===== src/rtl/race_config.svh =====
`ifndef RACE_CONFIG_SVH
`define RACE_CONFIG_SVH

// Half-width of the tap window, window is 2L+1 taps
`define RACE_L 7

// Leak of the lag-correlation estimate
`define RACE_ALPHA_SHIFT 4

// Averaged correlation to edge weight
`define RACE_BETA_SHIFT 4

// Tap correlated against tap 0, legal range 1 to 2L
`define RACE_CORR_LAG 1

// AGC magnitude window on |I| + |Q|
`define RACE_AGC_LOW 4096
`define RACE_AGC_HIGH 24576
`define RACE_AGC_STEP 64

// Gain limits in Q3.12
`define RACE_GAIN_MIN 1024
`define RACE_GAIN_MAX 16383

`endif


===== src/rtl/race_data_pkg.sv =====
package race_data_pkg;

  // Input and output samples, Q1.15
  typedef logic signed [15:0] sample_t;

  // Branch result before gain, Q2.15
  typedef logic signed [16:0] mac_t;

  // MAC accumulator, wide enough for 2L+1 full-scale products
  typedef logic signed [39:0] acc_t;

  // Tap weights and correlation estimates, Q1.15
  typedef logic signed [15:0] coeff_t;

  // AGC gain, unsigned Q3.12
  typedef logic [14:0] gain_t;

  // Index into the tap window
  typedef logic [3:0] tap_sel_t;

endpackage


===== src/rtl/race_branch.sv =====
`timescale 1ns/1ps
`include "race_config.svh"

module race_branch (
  input  logic                    clk,
  input  logic                    nrst,
  input  logic                    strobe_sync,
  input  logic                    accum_en,
  input  logic                    coeff_load,
  input  race_data_pkg::tap_sel_t sel,
  input  race_data_pkg::sample_t  sample_in,
  input  race_data_pkg::coeff_t   w_edge,
  input  race_data_pkg::coeff_t   w_centre,
  output race_data_pkg::mac_t     mac_out,
  output race_data_pkg::coeff_t   rxx
);
  import race_data_pkg::*;

  localparam int       NTAPS      = 2 * `RACE_L + 1;
  localparam tap_sel_t SEL_CENTRE = tap_sel_t'(`RACE_L);

  sample_t            taps [NTAPS];  // taps[0] is the newest sample
  coeff_t             weight;
  logic signed [31:0] product;
  acc_t               acc;

  logic signed [31:0] lag_prod;
  logic signed [16:0] lag_scaled;    // Needs 17 bits for -1 * -1
  logic signed [17:0] rxx_delta;
  logic signed [17:0] rxx_next;

  // Centre tap gets its own weight
  assign weight  = (sel == SEL_CENTRE) ? w_centre : w_edge;
  assign product = taps[sel] * weight;

  // Leaky estimate of E[x(n) x(n-lag)]
  always_comb begin
    lag_prod   = taps[0] * taps[`RACE_CORR_LAG];
    lag_scaled = lag_prod[31:15];
    rxx_delta  = lag_scaled - rxx;
    rxx_next   = rxx + (rxx_delta >>> `RACE_ALPHA_SHIFT);
  end

  always_ff @(posedge clk or negedge nrst) begin
    if (!nrst) begin
      for (int i = 0; i < NTAPS; i++) begin
        taps[i] <= '0;
      end
      rxx <= '0;
    end else begin
      if (strobe_sync) begin
        taps[0] <= sample_in;
        for (int i = 1; i < NTAPS; i++) begin
          taps[i] <= taps[i-1];
        end
      end
      if (coeff_load) begin
        rxx <= rxx_next[15:0];  // Stays inside Q1.15 by construction
      end
    end
  end

  // Serial MAC, one tap per cycle
  always_ff @(posedge clk) begin
    if (strobe_sync) begin
      acc <= '0;
    end else if (accum_en) begin
      acc <= acc + product;
    end
  end

  always_ff @(posedge clk) begin
    if (coeff_load) begin
      mac_out <= mac_t'(acc >>> 15);  // Back to Q2.15
    end
  end

endmodule


===== config.mk =====
export PLATFORM = sky130hd
export DESIGN_NAME = race_branch
export DESIGN_NICKNAME = d
export VERILOG_FILES = /design/src/rtl/race_data_pkg.sv /design/src/rtl/race_branch.sv
export VERILOG_INCLUDE_DIRS = /design/src /design/src/rtl
export SDC_FILE = /design/constraint.sdc
export NUM_CORES = 2
export LEC_CHECK = 0
export BUFFER_PORTS_ARGS = -buffer_cell sky130_fd_sc_hd__buf_2
export CORE_ASPECT_RATIO = 2
export CORE_UTILIZATION = 60
export DETAILED_ROUTE_END_ITERATION = 7
export GPL_ROUTABILITY_DRIVEN = 1
export HOLD_SLACK_MARGIN = 0.15
export PLACE_DENSITY = 0.81
export SLEW_MARGIN = 10
export SYNTH_ARGS = -nofsm -noshare
export SYNTH_HDL_FRONTEND = slang
export SYNTH_SLANG_ARGS = --single-unit

===== constraint.sdc =====
create_clock -name clk -period 18.3 [get_ports clk]
set_input_delay 1.83 -clock clk [delete_from_list [all_inputs] [get_ports clk]]
set_output_delay 1.83 -clock clk [all_outputs]
set_load 0.01 [all_outputs]

; ---- Word level (Yosys, flattened, before mapping)
; Index checks and enable logic that the tools add are counted.
[totals]
ff_bits = 313
inputBits = 57
out_inout_bits = 33
[op_classes]
n_addsub = 3
mul = 2
magnitude_cmp = 1
n_eq_ne = 1
mux = 4
bitwise = 1
[op_table]
columns = op, count
row1 = $bmux 16 s4, 1
row2 = $mul 16x16->32, 2
row3 = $mux 16, 3
row4 = $add 40x32->40, 1
row5 = $sub 17x16->18, 1
row6 = $add 16x14->16, 1
row7 = $ge 5x5->1 const B, 1
row8 = $not 4->5, 1
row9 = $eq 4x3->1 const B, 1

; ---- Logic depth before layout (Yosys ltp)
[logic_depth]
ltp_word = 6
ltp_mapped = 42

; ---- Worst setup path before layout
; Ideal clock, no wire load.
[synth_path]
path_type = register to register
start = register taps[215] in the netlist's numbering
end = register rxx[15]
arrival_ns = 9.277
t_required_ns = 18.180
path_slack_ns = 8.904
stages_incl_launch_ff = 43
n_path_buf = 2
synth_period_minus_slack_ns = 9.396
cell_sequence = dfrtp_1 clkbuf_1 clkbuf_1 nand2_1 fa_1 inv_1 fa_1 inv_1 fa_1 inv_1 fa_1 fa_1 inv_1 fa_1 inv_1 ha_1 a21oi_1 o21ai_1 [7 not listed] a21o_1 a21o_1 a21o_1 a21o_1 a21oi_1 nand2_1 a21o_1 a21oi_1 xnor2_1 ha_1 or3_1 nor3_1 o31a_1 o21a_1 nand4b_1 nor3_1 nor4bb_1 a31o_1
[synth_via]
elab_chain_cells = 3
[synth_lines]
columns = item, line_no
row1 = start: declaration, race_branch.sv:22  ; sample_t taps [NTAPS];
row2 = start signal: indexed assignment, race_branch.sv:54  ; taps[i] <= taps[i-1];
row3 = $mul 16x16->32, race_branch.sv:38  ; lag_prod = taps[0] * taps[`RACE_CORR_LAG];
row4 = $sub 17x16->18, race_branch.sv:40  ; rxx_delta = lag_scaled - rxx;
row5 = $add 16x14->16, race_branch.sv:41  ; rxx_next = rxx + (rxx_delta >>> `RACE_ALPHA_SHIFT);
row6 = end signal: assignment, race_branch.sv:58  ; rxx <= rxx_next[15:0];
row7 = end: declaration, race_branch.sv:15  ; output race_data_pkg::coeff_t rxx
; Every way passes these cells.
; A chain may end at the register's enable or synchronous reset.

; ---- Worst setup path in the final report
[layout_path]
start = register taps[231] in the netlist's numbering
end = register rxx[15]
; Same word-level chain as after synthesis.

==> results.py <==
metrics = {
    "status": {
        "status": "complete, no violations",
    },
    "timing": {
        "final_max_slew_viol_count": 0,
        "fmax_ghz": 0.0923,
        "min_period_ps": 10840,
        "finalSetupViolations": 0,
        "final_hold_viol_count": 0,
        "min_period_over_period_pct": 59.2,
        "rsz0062_at_grt": "false",
        "tns_ps": 0,
        "slew_headroom_pct": 29.3,
        "skew_ps": 15.2,
        "timing_worst_slew_pin_value_ps": 1060,
    },
    "yosys": {
        "netlist.area_leader.share_pct": 32.4,
        "ys_seq_elements": 305,
        "yosysWarnings": 0,
        "synth_edf_count": 17,
        "ys_seq_area_share_pct": 22.1,
        "avgSynthCellArea_um2": 10.7,
        "synth_cell_types": 62,
        "syn-num-nets": 4015,
        "syn_inst": 3195,
        "async_flop_share_pct": 83.9,
        "netlist_area_um2": 34200,
        "synth-main-ff-cell": "dfrtp_1",
        "yosys.area.top_type": "fa_1",
        "yosys-top-cells-area": "fa_1, dfrtp_1, mux2_2",
    },
    "detailed_routing": {
        "via_per_inst": 5.82,
        "drc": 0,
        "firstDrtPassIters": 6,
        "ant_nets": 0,
        "vias": 23100,
        "wl_um": 83000,
        "wire_per_inst_um": 20.9,
        "drtIter0Drc": 1192,
    },
    "worst_setup_path": {
        "crit_family": "adder cells",
        "crit_path_top_delay_cell": "dfrtp_1",
        "critPathMostFrequentCell": "fa_1",
        "worst_setup_path_start_kind": "flip-flop",
        "cp_data_required_time_ps": 18810,
        "cp_max_fo": 19,
        "cpPeakStageDelay_ps": 920,
        "path_buf_inv": 5,
        "cp-end-kind": "flip-flop",
        "crit_type": "flip-flop to flip-flop",
        "arrival_ps": 11350,
    },
    "finish": {
        "finish.net_count": 4014,
        "drive_gt1_share_pct": 15.0,
        "syn_to_final_growth_pct": 6.20,
        "final_common_cell": "inv_1",
        "layout_common_cells": "inv_1, fa_1, nand2_1, dfrtp_1, mux2_2",
        "fill_cells": 4335,
    },
    "global_route": {
        "grt_max_degree": 117,
        "grt_pass1_wl_um": 135000,
        "overflow": 0,
        "antenna_found_initial": 4,
        "track_usage_pct": 30.6,
        "grt_pass1_vias": 26100,
    },
    "clock_tree": {
        "cts_buffers": 30,
        "cts_resized": 0,
        "clockBufferDepth": 3,
        "post_cts_buffers": 0,
        "cts_hold_buffers": 0,
        "clkLatencyLatePin_ps": 620,
        "cts.sinks": 305,
        "tritoncts": "built",
        "clock-root-buffer": "clkbuf_16",
        "cts.reportedPaths.clkPinSlew_ps": 80,
        "cts-htree-levels": 1,
    },
    "floorplanning": {
        "die_w_um": 171,
        "rows": 123,
        "design.core.area_um2": 56300,
        "dieArea_um2": 58000,
        "initial_core_util_pct": 60.7,
        "ios": 90,
        "die_y_um": 340,
    },
    "min_path": {
        "hold_class": "flip-flop to flip-flop",
    },
    "run": {
        "max_cap_violations": 0,
    },
    "place": {
        "gp_congestion": 1.00,
        "place_hpwl_um": 64800,
        "portBuffers": 89,
    },
}
==> synthesized netlist by cell type, drive strengths merged, types with 18 or more instances <==
cell	number
buf	23
o21ai	56
mux4	59
nand2	332
and2	134
dfrtp	256
ha	209
xnor2	68
xor2	21
a21o	27
nor2	144
fa	554
mux2i	47
dfxtp	32
nor2b	26
a21oi	57
nand2b	18
mux2	254
clkbuf	119
inv	611
==> registers in the layout, summed over array words and instances, names as in the netlist <==
signal	count
acc	32
mac_out	17
rxx	16
taps	240
==> final cells by class <==
cell class / instances / area, um^2 / share of cell area [%]
flip-flops and latches: 305 / 7560 / 20.8
repair buffers: 109 / 621 / 1.71
multi-input cells: 2137 / 23800 / 65.5
diodes: 4 / 10.0 / 0.0276
clock buffers: 43 / 912 / 2.51
well taps: 750 / 938 / 2.58
clock inverters: 13 / 191 / 0.527
inverters: 611 / 2290 / 6.32
==> per-layer routing <==
metal | routed length [um] | global-route usage (%) | vias up | share of wire [%]
li1 | - | - | 9982 | -
met1 | 26000 | 31.1 | 11900 | 31
met2 | 45600 | 55.7 | 869 | 55
met3 | 4850 | 5.51 | 389 | 5.8
met4 | 6550 | 21.4 | 2 | 7.9
met5 | 12 | 0 | - | 0.014
==> logic make-up after synthesis <==
| group | synth area share, % |
|---|---|
| AOI/OAI and AO/OA | 3.97 |
| xor gates and xnor gates | 2.28 |
| adders and majority gates | 40.1 |
| buffers and inverters | 8.33 |
| DFF | 22.1 |
| muxes | 13.6 |
| and+or+nand+nor | 9.59 |
==> worst register-to-register path: cells and delay by family, from the launching register on <==
family,cells,cell delay [ps]
AO/OA/AOI/OAI,17,3780
XOR/XNOR,1,110
adder cells (fa/ha/maj),9,3930
buffers and inverters,5,270
flip-flops,1,920
AND/OR/NAND/NOR,8,1730
==> path summary, 6_finish.rpt <==
path	endpoint	slack (ps)	from	cells after the start
setup / recovery	rxx[15]	7460	taps[231]	40
max in group asynchronous	taps[227]	15430	nrst	2
hold reg to reg	mac_out[2]	470	acc[17]	0
hold / removal	mac_out[2]	470	acc[17]	0
setup reg to reg	rxx[15]	7460	taps[231]	40
min in group asynchronous	taps[54]	1280	nrst	1
==> through the flow <==
stage                     hold WS (ps)  setup WS (ps)  utilization [%]  area, um^2  instances
after floorplan                    429           8900                -       34200       3195
after global placement             453           7620             62.5       35200       3912
after detailed placement           452           7560             62.5       35200       3912
after CTS                          472           7520             64.4       36300       3968
after global routing               497           7000             64.4       36300       3970
final                              471           7460             64.5       36300       3972
Power is left out: the tool's default activity adds up to more than one toggle a clock period on the data nets, which glitch-free logic cannot reach.
