[config.mk]
export PLATFORM = sky130hd
export DESIGN_NAME = race_agc
export DESIGN_NICKNAME = d
export VERILOG_FILES = /design/src/rtl/race_data_pkg.sv /design/src/rtl/race_ctrl_pkg.sv /design/src/rtl/race_agc.sv
export VERILOG_INCLUDE_DIRS = /design/src /design/src/rtl
export SDC_FILE = /design/constraint.sdc
export NUM_CORES = 1
export LEC_CHECK = 0
export ABC_CLOCK_PERIOD_IN_PS = 6850
export BUFFER_PORTS_ARGS = -buffer_cell sky130_fd_sc_hd__buf_2
export CORE_MARGIN = 4
export CORE_UTILIZATION = 40
export DETAILED_ROUTE_END_ITERATION = 10
export PLACE_DENSITY = 0.67
export SYNTH_ARGS = -nofsm -noshare
export SYNTH_HDL_FRONTEND = slang
export SYNTH_SLANG_ARGS = --single-unit
[constraint.sdc]
create_clock -name clk -period 6.85 [get_ports clk]
set_input_delay 0.3425 -clock clk [delete_from_list [all_inputs] [get_ports clk]]
set_output_delay 0.3425 -clock clk [all_outputs]
set_load 0.005 [all_outputs]
[src/rtl/race_config.svh]
`ifndef RACE_CONFIG_SVH
`define RACE_CONFIG_SVH

// Half-width of the tap window, window is 2L+1 taps
`define RACE_L 7

// Leak of the lag-correlation estimate
`define RACE_ALPHA_SHIFT 4

// Averaged correlation to edge weight
`define RACE_BETA_SHIFT 4

// Tap correlated against tap 0, legal range 1 to 2L
`define RACE_CORR_LAG 1

// AGC magnitude window on |I| + |Q|
`define RACE_AGC_LOW 4096
`define RACE_AGC_HIGH 24576
`define RACE_AGC_STEP 64

// Gain limits in Q3.12
`define RACE_GAIN_MIN 1024
`define RACE_GAIN_MAX 16383

`endif

[src/rtl/race_data_pkg.sv]
package race_data_pkg;

  // Input and output samples, Q1.15
  typedef logic signed [15:0] sample_t;

  // Branch result before gain, Q2.15
  typedef logic signed [16:0] mac_t;

  // MAC accumulator, wide enough for 2L+1 full-scale products
  typedef logic signed [39:0] acc_t;

  // Tap weights and correlation estimates, Q1.15
  typedef logic signed [15:0] coeff_t;

  // AGC gain, unsigned Q3.12
  typedef logic [14:0] gain_t;

  // Index into the tap window
  typedef logic [3:0] tap_sel_t;

endpackage

[src/rtl/race_ctrl_pkg.sv]
package race_ctrl_pkg;

  // Per-sample sequence
  typedef enum logic [1:0] {
    SEQ_IDLE,
    SEQ_ACCUM,
    SEQ_FINISH
  } seq_state_e;

  // Gain step decided from the input magnitude
  typedef enum logic [1:0] {
    GAIN_HOLD,
    GAIN_UP,
    GAIN_DOWN
  } agc_action_e;

endpackage

[src/rtl/race_agc.sv]
`timescale 1ns/1ps
`include "race_config.svh"

module race_agc (
  input  logic                   clk,
  input  logic                   nrst,
  input  logic                   agc_en,
  input  race_data_pkg::mac_t    in_real,
  input  race_data_pkg::mac_t    in_imag,
  output race_data_pkg::sample_t out_real,
  output race_data_pkg::sample_t out_imag,
  output logic                   out_valid
);
  import race_data_pkg::*;
  import race_ctrl_pkg::*;

  localparam gain_t GAIN_UNITY = gain_t'(4096);  // 1.0 in Q3.12
  localparam gain_t GAIN_MIN   = gain_t'(`RACE_GAIN_MIN);
  localparam gain_t GAIN_MAX   = gain_t'(`RACE_GAIN_MAX);
  localparam gain_t GAIN_STEP  = gain_t'(`RACE_AGC_STEP);

  logic        apply_q;  // Branch results are registered on the agc_en edge
  gain_t       gain;
  logic [16:0] abs_real;
  logic [16:0] abs_imag;
  logic [17:0] mag;
  agc_action_e action;
  gain_t       gain_next;
  sample_t     sat_real;
  sample_t     sat_imag;

  // Rail times gain, back to Q1.15 with clamp
  function automatic sample_t scale_sat(mac_t rail, gain_t g);
    logic signed [32:0] prod;
    logic signed [32:0] scaled;
    prod   = rail * $signed({1'b0, g});
    scaled = prod >>> 12;
    if (scaled > 33'sd32767) begin
      return 16'sh7fff;
    end else if (scaled < -33'sd32768) begin
      return 16'sh8000;
    end
    return scaled[15:0];
  endfunction

  assign sat_real = scale_sat(in_real, gain);  // Old gain, before the step
  assign sat_imag = scale_sat(in_imag, gain);

  // L1 magnitude is enough for a level window
  assign abs_real = in_real[16] ? -in_real : in_real;
  assign abs_imag = in_imag[16] ? -in_imag : in_imag;
  assign mag      = abs_real + abs_imag;

  always_comb begin
    if (mag > `RACE_AGC_HIGH) begin
      action = GAIN_DOWN;
    end else if (mag < `RACE_AGC_LOW) begin
      action = GAIN_UP;
    end else begin
      action = GAIN_HOLD;
    end

    gain_next = gain;
    case (action)
      GAIN_UP:   gain_next = (gain > GAIN_MAX - GAIN_STEP) ? GAIN_MAX : gain + GAIN_STEP;
      GAIN_DOWN: gain_next = (gain < GAIN_MIN + GAIN_STEP) ? GAIN_MIN : gain - GAIN_STEP;
      default:   gain_next = gain;
    endcase
  end

  always_ff @(posedge clk or negedge nrst) begin
    if (!nrst) begin
      apply_q   <= 1'b0;
      out_valid <= 1'b0;
      out_real  <= '0;
      out_imag  <= '0;
      gain      <= GAIN_UNITY;
    end else begin
      apply_q   <= agc_en;
      out_valid <= apply_q;  // Outputs hold between pulses
      if (apply_q) begin
        out_real <= sat_real;
        out_imag <= sat_imag;
        gain     <= gain_next;
      end
    end
  end

endmodule

# Yosys cells after proc, flatten, opt, wreduce, memory -nomap -nowiden
# Index checks and enable logic that the tools add are counted.
[totals] output_inout_bits=33 input_bits=37 regBits=49
[op_classes] mul=2 mux=17 n_addsub=5 n_lt_le_gt_ge=8 n_reduce_logical=2 eq_ne=2
[ops] cell="two-way mux 16 bit" n=6
[ops] cell="multiplier 17 x 16 -> 33 bit" n=2
[ops] cell="> comparator 21 x 16 -> 1 bit, second input constant" n=2
[ops] cell="< comparator 21 x 16 -> 1 bit, second input constant" n=2
[ops] cell="two-way mux 17 bit" n=2
[ops] cell="negator 17 bit" n=2
[ops] cell="two-way mux 15 bit" n=2
[ops] cell="one-hot mux 15 bit (2 select lines)" n=1
[ops] cell="adder 17 x 17 -> 18 bit" n=1
[ops] cell="> comparator 18 x 15 -> 1 bit, second input constant" n=1
[ops] cell="< comparator 18 x 13 -> 1 bit, second input constant" n=1
[ops] cell="adder 15 x 7 -> 15 bit, second input constant" n=1
[ops] cell="> comparator 15 x 14 -> 1 bit, second input constant" n=1
[ops] cell="< comparator 15 x 11 -> 1 bit, second input constant" n=1
[ops] cell="subtractor 15 x 7 -> 15 bit, second input constant" n=1
[ops] cell="two-way mux 1 bit" n=5
[ops] cell="== test 2 x 1 -> 1 bit, second input constant" n=1
[ops] cell="== test 2 bit, second input constant" n=1
[ops] cell="two-way mux 2 bit" n=1
[ops] cell="AND reduction 2 bit" n=1
[ops] cell="nonzero test 2 bit" n=1

# Depth between registers and ports, before layout
# Gate-level depths: netlist of the first run.
[depth] word_depth=9 depth_mapped=30

# Least setup slack after synthesis of the first run
# Ideal clock, no wire load.
[synth_timing] path_type="reg2reg" from="register gain[4]" to="register out_real[9]" arrival_ns=7.144 stages_incl_launch_ff=29 setup_time_ns=0.066 setup_slack_ns=-0.360 n_path_buf=3 t_required_ns=6.784 cell_sequence="dfrtp_1 -> clkbuf_1 -> clkbuf_1 -> nand2_1 -> inv_1 -> fa_1 -> inv_1 -> fa_1 -> inv_1 -> fa_1 -> inv_1 -> fa_1 -> inv_1 -> fa_1 -> inv_1 -> fa_1 -> inv_1 -> ha_1 -> a21oi_1 -> o21ai_0 -> or3_1 -> o21ai_1 -> nor4bb_1 -> nor2_1 -> xnor2_1 -> or4_1 -> a21oi_1 -> buf_2 -> a221o_1"
[synth_via] elab_chain_len=5
[synth_rtl] element="from (decl)" line_no="race_agc.sv:23" source="gain_t gain;"
[synth_rtl] element="from (signal assigned)" line_no="race_agc.sv:84" source="gain <= gain_next;"
[synth_rtl] element="multiplier 17 x 16 -> 33 bit (*)" line_no="race_agc.sv:36" source="prod = rail * $signed({1'b0, g});"
[synth_rtl] element="< comparator 21 x 16 -> 1 bit" line_no="race_agc.sv:40" source="end else if (scaled < -33'sd32768) begin"
[synth_rtl] element="two-way mux 1 bit" line_no="race_agc.sv:40"
[synth_rtl] element="two-way mux 1 bit" line_no="race_agc.sv:38" source="if (scaled > 33'sd32767) begin"
[synth_rtl] element="two-way mux 16 bit (*)" line_no="race_agc.sv:43" source="return scaled[15:0];"
[synth_rtl] element="to (signal assigned)" line_no="race_agc.sv:82" source="out_real <= sat_real;"
[synth_rtl] element="to (decl)" line_no="race_agc.sv:10" source="output race_data_pkg::sample_t out_real,"
# Mark *: on every way between the ends. The rest lies on a longest branch, timed or not.
# A chain may end at the register's enable or synchronous reset.

# Final worst setup path of the first run
[layout_timing] from="register gain[4]" to="register out_real[14]"
# The elaborated chain is that of the path after synthesis.

==> results of run 1 <==
[cell type report]
class	count	area, sq um
inverters	601	2260
well taps	688	861
multi-input cells	1666	18100
clock buffers	5	125
clock inverters	2	60.1
diodes	2	5.00
repair buffers	260	2010
fillers	4997	28300
flip-flops and latches	44	1100
[layer usage]
metal	share of wire [%]	wire length, um
met5	0.013	7
met4	2.0	1060
met3	5.2	2760
met2	49	26100
met1	43	22900
[cell families after synthesis]
kind of cell    synth area share, %
fa+ha+maj                      55.3
xor+xnor                       4.10
compound gates                 8.97
mux                          0.0937
flops                          5.16
simple gates                   13.8
buf+inv                        12.6
[cell usage in the layout, fill, tap and decap left out, types with 10 or more instances in the layout]
cell type,count
xor2_1,17
o21ai_0,46
inv_1,585
nand2b_1,10
a21o_1,24
o21a_1,13
ha_1,173
nand3_1,18
dfrtp_1,41
buf_4,166
nand4_1,11
xnor2_1,79
buf_12,15
and2_1,118
nor2_1,71
buf_2,69
and3_1,11
a22o_1,11
a21oi_1,74
o211ai_1,10
nand2_1,288
a21oi_2,11
ha_4,10
nand2_2,10
inv_2,14
fa_1,474
[repair_timing]
action	4_1_cts	5_1_grt
gates resized for setup	30	88
setup buffers	8	7
setup endpoints to repair	30	31
gates cloned	1	1
pin swaps	1	34
hold buffers	0	0
[metrics by stage]
stage	hold slack (ns)	instances	cell area [sq um]	TNS, ns
4_1_cts	0.139	3258	24000	-0.0641
2_1_floorplan	0.0469	2423	21400	-0.0701
3_3_place_gp	0.457	3242	23700	-0.0644
5_1_grt	0.145	3266	24500	-5.04
3_5_place_dp	0.471	3242	23700	-3.23
6_report	0.140	3268	24500	0
[registers in the layout (all words and copies together) (netlist names)]
name       count
out_real      16
apply_q        1
out_imag      16
gain          10
out_valid      1
[worst max-delay path by stage]
stage,start,end,cells after the start
after floorplan,gain[4]$_DFFE_PN0P_,out_real[9]$_DFFE_PN0P_,26
after global placement,gain[4]$_DFFE_PN0P_,out_imag[14]$_DFFE_PN0P_,28
after detailed placement,gain[4]$_DFFE_PN0P_,out_imag[12]$_DFFE_PN0P_,28
after CTS,gain[4]$_DFFE_PN0P_,out_imag[2]$_DFFE_PN0P_,27
after global routing,gain[4]$_DFFE_PN0P_,out_real[0]$_DFFE_PN0P_,29
final,gain[4]$_DFFE_PN0P_,out_real[14]$_DFFE_PN0P_,28
==> results.cfg, run 1 <==
[timing]
final.period_utilization_pct = 99.4
maxSlewViolCount = 0
slew_headroom_pct = 22.4
fin_worst_skew_ns = 0.0107
worst_pin_slew_ns = 1.16
finalHoldViolations = 0
layout_min_cycle_time_ns = 6.81
fmax_mhz = 147
fin_ws_ns = 0.0410
rsz0062_at_grt = true
setup_violations = 0

[cts]
root_buffer = clkbuf_16
cts_tree = built
htreeDepth = 2
clock_path_buffers = 2
clk_pin_slew_ns = 0.08
clock_sinks = 44
clkLatencyLatePin_ns = 0.31
numCtsBuffers = 5

[logic_synthesis]
ys.flop_type = dfrtp_1
yosysSeqAreaShare_pct = 5.16
yosysTopAreaCell = fa_1
syn_area_per_cell_sq_um = 8.82
yosys-top-cells-area = fa_1 45%, ha_1 11%, inv_1 11%, nand2_1 5.3%, dfrtp_1 5.0%
synth_common_cells = 599 x inv_1, 475 x fa_1, 304 x nand2_1, 184 x ha_1, 119 x and2_1
syn_nets = 3119
yosys_warnings = 0
syn_area_sq_um = 21400
async_reset_ff_share_pct = 100
synth_most_common_cell = inv_1
synth.top_cell.area_share_pct = 44.5
ys_seq_elements = 44
synth.distinct_cells = 73
synth_edf_count = 0
netlist_instances = 2423

[critical_path]
reg2reg_setup_slack_ns = 0.04
cpMostUsedCell = fa_1
arrival_ns = 7.02
criticalPathCategory = reg -> reg
r2r_start = gain[4]$_DFFE_PN0P_
required_ns = 7.06
worst_setup_path_end_kind = flop
cp_max_fo = 7
slowest_delay_ns = 0.55
path_buf_inv = 10
critPathTopFamily = adder cells
slowest_stage = or4_4
rr_worst_depth = 28
regToRegEndpoint = out_real[14]$_DFFE_PN0P_
start_kind = flop

[routing]
drt-wirelength-per-cell_um = 16.1
ant_nets = 0
drc = 0
viasPerCell = 5.10
wirelength_um = 52800
first_pass_iters = 5
num_vias = 16700
drt_iter0_markers = 1085

[final_layout]
final_util_pct = 46.4
num-nets-final = 3274
drive_above_1_share_pct = 14.8
syn2layout_area_growth_pct = 14.6

[global_route]
grt_pass1_vias = 17700
grt_max_degree = 45
grtUsageMet2_pct = 32.3
grt_use_met1_pct = 26.4
grt_pass1_wl_um = 88200
grt.busiest_layer = met2
overflow = 0
met3_usage_pct = 1.72
antenna_found_initial = 3
gr-usage-all-layers_pct = 18.9

[status]
status = finished, final reports clean

[placement]
routabilityCongestion = 0.871
place_ws_ns = -0.163
place_hpwl_um = 44900
portBuffers = 69

[floorplan]
initial_core_util_pct = 40.5
die_x_um = 239
core-area_sq_um = 52800
io_pins = 70
die_area_sq_um = 57200
rows = 84
fp.dieH_um = 239

[flow_run]
drv_cap = 0

[hold_path]
hold_class = in -> async
Power of run 1 is left out: the tool's default activity adds up to more than one toggle a clock period on the data nets, which glitch-free logic cannot reach.
==> inputs of run 2 (changes only) <==
- ABC_CLOCK_PERIOD_IN_PS: 6850 -> 6600
- PLACE_DENSITY: 0.67 -> 0.65
- clock period: 6.85 -> 6.6 ns (I/O delays scaled with it)
==> run 2 against run 1 <==
Compared with the run above:
- the flow now finishes with violations (negative setup slack)
- flip-flop and latch count is the same
- sequential share of layout area is 0.083 points lower
- via count barely moved
- first-iteration DRC count is 3.0% lower
- critical path depth down 6
- fmax rose by 1.1%
- cell count up 1.5%
- routed wire length rose by 0.88%
- global-route usage grew 0.13 points
- critical endpoint is now out_real[7]$_DFFE_PN0P_
- non-clock buffer count is 49 higher
==> results.cfg, run 2 (synthesis results as in run 1) <==
[status]
status = complete, but fails checks
failed_checks = negative setup slack

[routing]
route.layer.met1.wl_um = 23200
num_vias = 16700
drt_iter0_markers = 1052
wirelength_um = 53200
first_pass_iters = 5
drc = 0
dr_wl_met3_um = 2680
viasPerCell = 5.02
drt-wirelength-per-cell_um = 16.0
ant_nets = 0
highest_layer = met5
dr_wl_met2_um = 26500

[timing]
final.period_utilization_pct = 102
rsz0062_at_grt = true
layout_min_cycle_time_ns = 6.74
slew_headroom_pct = 36.3
fmax_mhz = 148
fin_ws_ns = -0.138
setup_violations = 30
fin_worst_skew_ns = 0.00649
finalHoldViolations = 0
worst_pin_slew_ns = 0.956
maxSlewViolCount = 0

[critical_path]
arrival_ns = 6.98
criticalPathCategory = reg -> reg
cp_max_fo = 8
start_kind = flop
worst_setup_path_end_kind = flop
required_ns = 6.84

[placement]
place_hpwl_um = 45600
portBuffers = 69
routabilityCongestion = 0.880
placedCellCount = 3291

[cts]
clock_sinks = 44
cts_tree = built
root_buffer = clkbuf_16
htreeDepth = 2
clk_pin_slew_ns = 0.07
numCtsBuffers = 5
clock_path_buffers = 2
clkLatencyLatePin_ns = 0.31

[floorplan]
die_area_sq_um = 57200
initial_core_util_pct = 40.5
rows = 84
io_pins = 70
die_x_um = 239
core-area_sq_um = 52800
fp.dieH_um = 239

[final_layout]
reg.largest.list = out_imag (16), out_real (16), gain (10)
layout.cells.non_filler = 3318
drive_above_1_share_pct = 17.0
final_cell_mix = 583 x inv_1, 469 x fa_1, 279 x nand2_1
num-nets-final = 3323
syn2layout_area_growth_pct = 16.8
final_common_cell = inv_1
fillers = 5040

[global_route]
grt_pass1_wl_um = 89300
grt_pass1_vias = 18000
gr-usage-all-layers_pct = 19.1
antenna_found_initial = 4
grt_max_degree = 45
overflow = 0

[hold_path]
hold_class = in -> async

[flow_run]
drv_cap = 0
run 2: cell count changes in the layout (fill, tap and decap cells not counted), sizes merged:
cell    delta
buf       +49
bufinv     -2
clkinv     +2
clkbuf     +1
run 2: per-layer routing:
metal,track usage (%),up-vias
li1,-,7743
met1,26.7,8476
met2,32.7,381
met3,1.85,59
met4,3.83,6
met5,0,-
run 2: critical path, cell delays in order, from the launching register on:
cell,delay [ns]
dfstp_2,0.65
buf_4,0.17
buf_4,0.14
nand2_1,0.07
fa_1,0.48
inv_1,0.06
fa_1,0.55
fa_1,0.43
fa_1,0.51
fa_1,0.43
fa_1,0.47
ha_1,0.30
a21o_1,0.16
a21o_1,0.17
a221o_1,0.41
a41o_1,0.26
o31ai_4,0.08
xnor2_2,0.15
nand2_1,0.07
or4_4,0.57
a21oi_4,0.22
buf_6,0.17
a22o_1,0.13
run 2: path summary, 6_finish.rpt:
path	startpoint	to	slack [ns]	cells past startpoint
setup / recovery	gain[12]$_DFFE_PN1P_	out_real[7]$_DFFE_PN0P_	-0.14	22
hold / removal	nrst	out_real[14]$_DFFE_PN0P_	0.13	2
setup reg to reg	gain[12]$_DFFE_PN1P_	out_real[7]$_DFFE_PN0P_	-0.14	22
hold reg to reg	out_real[3]$_DFFE_PN0P_	out_real[3]$_DFFE_PN0P_	0.51	1
max in group asynchronous	nrst	gain[4]$_DFFE_PN0P_	5.97	2
min in group clk	agc_en	apply_q$_DFF_PN0_	0.13	1
run 2: final cells by class:
class                   instances  area [sq um]  area share [%]
clock inverters                 2          10.0          0.0401
multi-input cells            1666         18300            73.2
diodes                          2          5.00          0.0201
clock buffers                   6           139           0.557
inverters                     601          2260            9.05
repair buffers                309          2310            9.25
well taps                     688           861            3.45
flip-flops and latches         44          1100            4.43
run 2: metrics by stage:
step	util, %	hold slack [ns]	setup slack (ns)	setup TNS (ns)	instance area (sq um)
global route	47.3	0.134	-0.314	-7.74	24900
floorplan	-	0.0344	-0.0106	-0.0106	21700
detailed placement	45.8	0.452	-0.340	-8.26	24200
global placement	45.8	0.444	-0.249	-4.87	24200
finish	47.3	0.127	-0.138	-1.68	24900
CTS	46.7	0.127	-0.0776	-0.647	24600
run 2: timing repair:
item / 4_1_cts / 5_1_grt
resized for setup: 57 / 53
cloned: 1 / 1
hold buffers: 0 / 0
setup endpoints to repair: 31 / 32
hold endpoints to repair: 0 / 0
pin swaps: 44 / 33
buffers inserted: 7 / 8
Power of run 2 is left out for the same reason.
