`config.mk`:
```
export PLATFORM = sky130hd
export DESIGN_NAME = race_sequencer
export DESIGN_NICKNAME = d
export VERILOG_FILES = /design/src/rtl/race_data_pkg.sv /design/src/rtl/race_ctrl_pkg.sv /design/src/rtl/race_sequencer.sv
export VERILOG_INCLUDE_DIRS = /design/src /design/src/rtl
export SDC_FILE = /design/constraint.sdc
export NUM_CORES = 1
export LEC_CHECK = 0
export ABC_AREA = 1
export BUFFER_PORTS_ARGS = -buffer_cell sky130_fd_sc_hd__buf_2
export CORE_AREA = 5 5 42 44
export CTS_CLUSTER_DIAMETER = 50
export DETAILED_ROUTE_END_ITERATION = 10
export DIE_AREA = 0 0 47 49
export PLACE_DENSITY = 0.56
export SETUP_SLACK_MARGIN = 0.15
export SLEW_MARGIN = 20
export SYNTH_ARGS = -nofsm -noshare
export SYNTH_HDL_FRONTEND = slang
export SYNTH_SLANG_ARGS = --single-unit
```
`constraint.sdc`:
```
create_clock -name clk -period 2.5 [get_ports clk]
set_input_delay 0 -clock clk [delete_from_list [all_inputs] [get_ports clk]]
set_output_delay 0 -clock clk [all_outputs]
set_load 0.01 [all_outputs]
```
`src/rtl/race_config.svh`:
```
`ifndef RACE_CONFIG_SVH
`define RACE_CONFIG_SVH

// Half-width of the tap window, window is 2L+1 taps
`define RACE_L 7

// Leak of the lag-correlation estimate
`define RACE_ALPHA_SHIFT 4

// Averaged correlation to edge weight
`define RACE_BETA_SHIFT 4

// Tap correlated against tap 0, legal range 1 to 2L
`define RACE_CORR_LAG 1

// AGC magnitude window on |I| + |Q|
`define RACE_AGC_LOW 4096
`define RACE_AGC_HIGH 24576
`define RACE_AGC_STEP 64

// Gain limits in Q3.12
`define RACE_GAIN_MIN 1024
`define RACE_GAIN_MAX 16383

`endif

```
`src/rtl/race_data_pkg.sv`:
```
package race_data_pkg;

  // Input and output samples, Q1.15
  typedef logic signed [15:0] sample_t;

  // Branch result before gain, Q2.15
  typedef logic signed [16:0] mac_t;

  // MAC accumulator, wide enough for 2L+1 full-scale products
  typedef logic signed [39:0] acc_t;

  // Tap weights and correlation estimates, Q1.15
  typedef logic signed [15:0] coeff_t;

  // AGC gain, unsigned Q3.12
  typedef logic [14:0] gain_t;

  // Index into the tap window
  typedef logic [3:0] tap_sel_t;

endpackage

```
`src/rtl/race_ctrl_pkg.sv`:
```
package race_ctrl_pkg;

  // Per-sample sequence
  typedef enum logic [1:0] {
    SEQ_IDLE,
    SEQ_ACCUM,
    SEQ_FINISH
  } seq_state_e;

  // Gain step decided from the input magnitude
  typedef enum logic [1:0] {
    GAIN_HOLD,
    GAIN_UP,
    GAIN_DOWN
  } agc_action_e;

endpackage

```
`src/rtl/race_sequencer.sv`:
```
`timescale 1ns/1ps
`include "race_config.svh"

module race_sequencer (
  input  logic                    clk,
  input  logic                    nrst,
  input  logic                    strobe,
  output logic                    strobe_sync,
  output race_data_pkg::tap_sel_t sel,
  output logic                    accum_en,
  output logic                    coeff_load,
  output logic                    agc_en
);
  import race_data_pkg::*;
  import race_ctrl_pkg::*;

  localparam tap_sel_t SEL_LAST = tap_sel_t'(2 * `RACE_L);

  logic       meta_q;  // First stage, may go metastable
  logic       sync_q;
  logic       edge_q;  // Synced level one cycle back
  seq_state_e state;

  always_ff @(posedge clk or negedge nrst) begin
    if (!nrst) begin
      meta_q <= 1'b0;
      sync_q <= 1'b0;
      edge_q <= 1'b0;
    end else begin
      meta_q <= strobe;
      sync_q <= meta_q;
      edge_q <= sync_q;
    end
  end

  assign strobe_sync = sync_q & ~edge_q;  // Rising edge only

  // A new strobe always wins and restarts the window
  always_ff @(posedge clk or negedge nrst) begin
    if (!nrst) begin
      state      <= SEQ_IDLE;
      sel        <= '0;
      accum_en   <= 1'b0;
      coeff_load <= 1'b0;
      agc_en     <= 1'b0;
    end else if (strobe_sync) begin
      state      <= SEQ_ACCUM;
      sel        <= '0;
      accum_en   <= 1'b1;
      coeff_load <= 1'b0;
      agc_en     <= 1'b0;
    end else begin
      case (state)
        SEQ_ACCUM: begin
          if (sel == SEL_LAST) begin  // Last tap goes in this cycle
            state      <= SEQ_FINISH;
            accum_en   <= 1'b0;
            coeff_load <= 1'b1;
            agc_en     <= 1'b1;
          end else begin
            sel <= sel + 1'b1;
          end
        end
        SEQ_FINISH: begin
          state      <= SEQ_IDLE;
          sel        <= '0;
          coeff_load <= 1'b0;
          agc_en     <= 1'b0;
        end
        default: begin
          accum_en   <= 1'b0;
          coeff_load <= 1'b0;
          agc_en     <= 1'b0;
        end
      endcase
    end
  end

endmodule

```
# [After elaboration in Yosys (flattened, before gate mapping)]
# Index checks and enable logic that the tools add are counted.
[word_totals] output_inout_bits=8 word_cells=32 regBits=11 inputBits=3
[classes] mux=12 n_eq_ne=6 reduce_logical=4 bitwise_logic=2 n_addsub=1
[op_table] operator="$mux 4" n=2
[op_table] operator="$pmux 4 s2" n=1
[op_table] operator="$ne 3x3->1 const B" n=2
[op_table] operator="$reduce_and 2->1" n=3
[op_table] operator="$mux 1" n=5
[op_table] operator="$add 4x1->4 const B" n=1
[op_table] operator="$eq 4x4->1 const B" n=1
[op_table] operator="$mux 2" n=2
[op_table] operator="$pmux 2 s2" n=1
[op_table] operator="$reduce_bool 3->1" n=1
[op_table] operator="$eq 2x1->1 const B" n=1
[op_table] operator="$eq 2x2->1 const B" n=1
[op_table] operator="$ne 2x2->1 const B" n=1
[op_table] operator="$pmux 1 s2" n=1
[op_table] operator="$and 1x1->1" n=1
[op_table] operator="$not 1->1" n=1

# [Depth between registers and ports, before layout]
# Gate-level depths: netlist of run 1.
[depth] depth_word=4 depth_mapped=8 mapped_depth_nobuf=8

# [Least setup slack after synthesis of run 1]
# OpenSTA, ideal clock, no wires.
[synth_timing] path_kind="reg-to-reg" start="register sel[0]" end="register sel[2]" stages_incl_launch_ff=9 period_less_slack_ns=1.186 setup_ns=0.118 required_time_ns=2.382 path_buffers=0 arrival_time_ns=1.068 slack_ns=1.314 cell_sequence="dfrtp_1 inv_1 ha_1 nand3_2 nand2_2 inv_2 nor2_4 nand2_1 nand2_1"
[synth_between] elab_chain_len=4 elab_cells_between_ends=7 classes_between="add/sub (1); eq/ne (2); mux (3); reduce/logical (1)"
[synth_lines] element="from (decl)" line="race_sequencer.sv:9" rtl="output race_data_pkg::tap_sel_t sel,"
[synth_lines] element="from (signal assigned)" line="race_sequencer.sv:61" rtl="sel <= sel + 1'b1;"
[synth_lines] element="$add 4x1->4" line="race_sequencer.sv:61"
[synth_lines] element="$mux 4" line="race_sequencer.sv:55" rtl="if (sel == SEL_LAST) begin"
[synth_lines] element="$pmux 4 s2" line="race_sequencer.sv:53" rtl="case (state)"
[synth_lines] element="$mux 4" line="race_sequencer.sv:46" rtl="end else if (strobe_sync) begin"
# Several ways; a longest one is shown, not always the timed one. The select of a mux whose other input is x is not followed.
# A chain may end at the register's enable or synchronous reset.

# [Worst setup path in the final report of run 1]
# Same ends and word-level chain as after synthesis.

==> results.md, run 1 <==
- The post-synthesis instance area is 515 um^2.
- The mux share of post-synthesis cell area is 0%.
- The library cell used most frequently in the layout, excluding fill and tap cells, is nand2_1.
- The aggregate global routing overflow is 0.
- CTS built an H-tree with a depth of 1.
- The number of different library cells in the post-synthesis netlist is 16.
- The worst path in the final design needs a cycle of 1.24 ns, including I/O delays and setup.
- The synthesis-to-layout area growth is 21.4%.
- For the worst setup path, the data required time is 2.72 ns.
- The worst hold slack across all endpoints is 0.120 ns.
- The cell row count is 14.
- Along the worst path, the maximum fanout reaches 5.
- The initial cell density of the core is 36.8%.
- TritonCTS built the clock tree.
- Excluding fillers, the count of instances in the completed layout stands at 86.
- The DRC violation count after routing is 0.
- The final-report setup violation count is 0.
- The tree built by TritonCTS fans out to 11 sinks.
- The number of buffer cells added on primary ports is 10.
- The worst register-to-register path begins at sel[0].
- The number of gates resized after CTS was 0.
- Counting every instance in the synthesized netlist gives 55.
- Among all flip-flop cells after synthesis, the most frequent one is dfrtp_1.
- The max-cap violation count is 0.
- For this design, the slowest cell found on the critical path is dfrtp_1.
- The clock transition at the registers of the reported paths is 0.07 ns.
- For this block, the initial DRC count from the detailed router was 1.
- The destination of the worst register-to-register timing path is sel[2].
- The number of buffers on the longest clock path is 2.
- The run finished with clean final reports.
- The number of placed instances with taps included is 80.
- The area inside the core boundary is 1400 um^2.
- The transition time at the pin with the least slew margin is 0.254 ns.
- For the final routed database, the setup TNS stands at 0 ns.
- The total routed wirelength is 906 um.
- The final layout net count is 76.
- In this run, synthesis produced a sequential element count of 11.
- STA puts the critical path data arrival time at 1.45 ns.
- The synthesized area divided by synthesized cell count is 9.37 um^2.
- The via count of the first global-routing pass came to 358.
- Counting flops with an async set or reset pin after synthesis yields a share of 100%.
- Yosys printed 0 warnings.
- Setup repair after global routing left no endpoint under its margin.
- The initial antenna violation count is 0.
- The routability congestion estimate is 0.732.
- The highest cell delay on the worst timing path is 0.41 ns.
- In the finished design, the share of the clock period the worst path needs comes to 49.4%.
- The signal on the critical path passes through inv_1, ha_1, nand3_2, nand2_2, inv_2, nor2_4, nand2_1, nand2_1.
- The total setup buffers inserted after CTS is 0.
- The post-synthesis share of cell area spent on and, or, nand and nor gates is 27.2%.
- After synthesis, the largest family of logic cells by area is simple AND/OR/NAND/NOR gates.
- Dividing the detail-routed wire length by the instance count gives 10.5 um.
- The number of endpoints with negative hold slack in the final report is 0.
- The fraction of the yosys area taken by sequential cells is 53.4%.
- Measured against its own limit, the worst slew margin works out to 83.1%.
- The analysis attributes to cell leakage a power of 0.336 nW.
- After layout, the design draws a total of 564 uW.
- The top cell type's share of synthesized area is 53.4%.
- The synthesized design contains 0 enable-type register cells.
- The xor and xnor fraction of the mapped netlist area is 1.70%.
- The maximum VDD drop is 0.000287 V.
- The detailed-router iteration count before antenna repair is 2.
- Summed over all instances, the cell type with the most area after synthesis is dfrtp_1.
- Clock latency on the worst-skew pair, taken at its later pin, is 0.27 ns.
- Measured in cells, the most critical reg-to-reg path has a length of 8.
- The buffer type at the clock tree root is clkbuf_4.
- The die span in x is 47 um.
- The net count of the mapped netlist is 60.
- The type of element capturing the critical path is a register.
- TritonCTS created 3 clock buffers.
- The maximum clock rate is 809 MHz.
- The most common cell type on the critical path is nand2_1.
- The start point of the critical path is sel[0].
- The aggregate global-route resource usage is 9.52%.
- Summed over all nets, the half-perimeter wirelength after detailed placement is 670 um.
- Across all layers, the routed design uses 390 vias.
- The final setup skew is 0.000640 ns.
- Leaving out fill and tap cells, the most frequent cells in the layout are nand2_1, dfrtp_1, buf_2.
- In this run the vertical extent of the chip is 49 um.
- The count of boundary I/O pins is 11.
- The kind of critical path is reg -> reg.
- The number of max-slew violations in the final report was 0.
- The worst setup path is launched from a register.
- Ranked by total cell area, the synthesized netlist is headed by dfrtp_1, nand2_1, nor2_4.
- The number of diodes added for antenna fixing is 0.
- The critical path ends at sel[2].
- The pin count of the biggest net entering global routing is 12.
- The average vias per placed instance is 4.53.
- The wire length of the first global-routing pass is 1560 um.
- The remaining antenna violation count after routing is 0.
- Summing the areas of all fa, ha and maj instances in the mapped netlist gives 4.85% of the synthesized area.
- The share of the synthesized area in compound gates (AO/OA/AOI/OAI) is 4.85%.
- The floorplan die area is 2300 um^2.
- The share of final-layout standard cells stronger than drive strength 1 is 30.0%.
- The min-delay analysis places its worst path in the category in -> async.
- The ratio of total power to cell area is 901 nW/um^2.
- In this run the register-to-register setup slack is 1.26 ns.
- Once layout is complete, the utilization of the core stands at 44.6%.
==> per-stage QoR <==
stage | worst slack, ns | area, um^2
after floorplan | 1.31 | 515
after global placement | 1.31 | 578
after detailed placement | 1.27 | 578
after CTS | 1.25 | 626
after global routing | 1.14 | 626
final | 1.26 | 626
==> final cells by class <==
type | instances | area, um^2
clock buffer | 3 | 22.5
clock inverter | 1 | 5.00
fill | 150 | 776
inverter | 9 | 33.8
multi-input combinational | 34 | 199
sequential | 11 | 275
tap | 16 | 20.0
timing repair buffer | 12 | 70.1
==> worst min-delay path by stage <==
stage                           to  slack, ns  cells after the start
after detailed placement    agc_en      -0.11                      1
after global routing        agc_en       0.16                      2
after global placement      agc_en      -0.11                      1
after CTS                   agc_en       0.13                      2
final                       agc_en       0.12                      2
after floorplan           accum_en      -0.30                      0
==> kinds of logic after synthesis <==
kind of cell,after synthesis
compound gates,5
xor+xnor,1
fa+ha+maj,2
buf+inv,10
flops,11
simple gates,26
==> metal layers <==
metal	global-route usage (%)	routed length, um	share of wire [%]	vias to the layer above
li1	-	-	-	199
met1	12.7	441	49	178
met2	12.2	389	43	8
met3	2.21	40	4.4	5
met4	8.29	34	3.8	0
met5	0	0	0	-
==> sequential cells by signal, indices dropped and copies added (netlist names) <==
name and cells:
sync_q 1, meta_q 1, edge_q 1, agc_en 1
accum_en 1, sel 4, state 2
==> cells in the mapped netlist (2+ instances only) <==
| cell type | n |
|---|---|
| dfrtp_1 | 11 |
| nor2_1 | 6 |
| inv_1 | 8 |
| nand2_1 | 12 |
| ha_1 | 2 |
| nor2_4 | 3 |
| a21oi_1 | 4 |
==> worst max-delay path: cells and delay by family (launching register included) <==
kind / cells / cell delay [ns]
fa+ha+maj: 1 / 0.17
flops: 1 / 0.41
simple gates: 5 / 0.43
buf+inv: 2 / 0.17
==> timing repair <==
action	4_1_cts	5_1_grt
endpoints found under the setup margin	0	0
hold buffers	2	0
hold endpoints to repair	12	0
==> power breakdown <==
| part | internal (mW) | switching [mW] |
|---|---|---|
| registers | 0.217 | 0.0386 |
| clock network | 0.0594 | 0.0646 |
| logic | 0.0780 | 0.106 |
No activity file was read; power rests on OpenSTA's default activity.
==> run 2: changes to the inputs <==
Clock period 2.5 ns to 1.2 ns, I/O delays scaled along.
==> results.md, run 2 (same netlist as run 1, synthesis figures left out) <==
- The floorplan die area is 2300 um^2.
- The via count of the first global-routing pass is 390.
- The total routed wirelength is 972 um.
- The worst setup slack after layout is 0.0682 ns.
- The number of placed instances with taps included is 80.
- In the final layout, the share of cells above drive strength 1 is 48.1%.
- Routability-driven placement finished with a final weighted congestion of 0.696.
- For the worst setup path, the data required time is 1.40 ns.
- The final setup skew is 0.00183 ns.
- Setup repair after global routing could not meet its margin everywhere.
- The completed layout was analyzed and its total power is 1.36 mW.
- The routed length per placed instance is 10.5 um.
- The initialized floorplan defines 14 standard-cell rows.
- TritonCTS built the clock tree.
- The average vias per placed instance is 4.25.
- The startpoint class of the critical path is a register.
- The maximum net fanout on the critical path is 5.
- The initial antenna violation count is 0.
- Entering global routing, the biggest net connects 12 pins.
- The flow ran to the end, and the final reports show no timing, DRC or antenna violations.
- The remaining antenna violation count after routing is 0.
- The total CTS buffers is 3.
- The final route contains 395 vias.
- In the layout the commonest cells are nand2_1, dfrtp_1, buf_2.
- The initial cell density of the core is 36.8%.
- For this run, design rule violations remaining after detail routing come to 0.
- The most common library cell in the layout ignoring fill and taps is nand2_1.
- The die span in x is 47 um.
- The final-layout setup total negative slack is 0 ns.
- The transition time at the pin with the least slew margin is 0.255 ns.
- The max-cap violation count is 0.
- The area inside the core boundary is 1400 um^2.
- In this run the power density over the cells is 1880 nW/um^2.
- In this run the critical register-to-register path is captured at sel[0].
- The flip-flop count of the largest register, all copies and words added is 4.
- The share of the cycle needed by the critical path after routing is 94.3%.
- The wire length of the first global-routing pass is 1680 um.
- The number of cells on the worst reg-to-reg path is 6.
- The number of endpoints with negative hold slack in the final report was 0.
- The number of diodes added for antenna fixing is 0.
- In this run the critical register-to-register path is launched from sel[1].
- The number of buffer cells added on primary ports is 10.
- The aggregate global routing overflow is 0.
- The worst setup path is captured at a register.
- The maximum clock rate is 884 MHz.
- The filler cell count is 141.
- The area of combinational cells with multiple inputs is 236 um^2.
- During I/O placement, the number of pins put on the boundary was 11.
- The number of max-slew violations in the final report is 0.
- The level count of the clock H-tree is 1.
- The aggregate global-route resource usage is 10.4%.
- The tightest min-delay check is of the in -> async type.
- Measured on the finished design, the core utilization comes to 51.7%.
- Clock-pin slew was measured on the worst setup and hold paths at 0.07 ns.
- At the worst endpoint, the arrival time is 1.33 ns.
- The largest registers in the layout are sel x4, state x2.
- The number of buffers on the longest clock path is 2.
- The net count of the finished layout is 83.
- The synthesis-to-layout area growth is 40.5%.
- The DRC violation total after the first TritonRoute iteration is 2.
- The max-slew headroom at the worst pin is 83.0%.
- IR analysis of the VDD net gives a maximum drop of 0.000965 V.
- Setup violations remaining at the end of the flow were counted as 0.
- The buffer type at the clock tree root is clkbuf_4.
- The register with the most flip-flops in the final layout is sel.
- The clock period minus worst slack is 1.13 ns.
- The post-detailed-placement half-perimeter wirelength is 689 um.
- The insertion delay of the later-clocked pin in the worst-skew pair is 0.26 ns.
- The critical path is of the reg -> reg type.
- The clock drives 11 sinks.
- The count of cells in the finished layout, fillers not included, comes to 93.
- The most critical setup path has its startpoint at sel[1].
- Before antenna repair, the detailed router went through 2 iterations.
- The overall die height is 49 um.
- The static leakage is 0.363 nW.
- The area taken by flip-flops and latches is 277 um^2.
- Prior to clock tree synthesis, the placed netlist has a worst setup slack of 0.00830 ns.
- The flop-to-flop setup slack is 0.07 ns.
## run 2: worst max-delay path, cell delays in order (launching register included)
cell and delay [ns]:
dfrtp_2 0.44, ha_4 0.18, nand3_4 0.11, nand2_4 0.08, inv_4 0.08, nand2_1 0.06
a21oi_2 0.11
## run 2: worst max path at each step
| stage | to | slack (ns) | depth (start not counted) |
|---|---|---|---|
| floorplan | sel[2] | 0.06 | 8 |
| global placement | sel[1] | 0.04 | 6 |
| detailed placement | sel[2] | 0.008 | 8 |
| CTS | sel[2] | 0.08 | 8 |
| global route | sel[0] | 0.02 | 6 |
| finish | sel[0] | 0.07 | 6 |
## run 2: what timing repair did
item                       CTS  global route
buffers inserted             4             3
cloned                       0             0
hold buffers                 2             0
pin swaps                    2             8
setup endpoints to repair    5             8
gates resized for setup      2            10
hold endpoints to repair    12             0
## run 2: per-stage QoR
step / area (um^2) / hold WS [ns]
floorplan: 536 / -0.296
global placement: 598 / -0.118
detailed placement: 598 / -0.116
CTS: 682 / 0.126
global route: 724 / 0.162
finish: 724 / 0.137
## run 2: final cells by class
class / instances / area share [%]
well taps: 16 / 2.76
inverters: 9 / 5.35
clock buffers: 4 / 3.63
repair buffers: 19 / 17.4
flip-flops and latches: 11 / 38.2
multi-input cells: 34 / 32.6
## run 2: power breakdown
part / switching [mW] / internal [mW]
registers: 0.0909 / 0.456
clock network: 0.123 / 0.129
logic: 0.285 / 0.281
## run 2: per-layer routing
layer	track usage [%]	part of all wire, %
met5	0	0
met4	6.91	1.0
met3	3.69	6.0
met2	14.7	47
met1	12.7	46
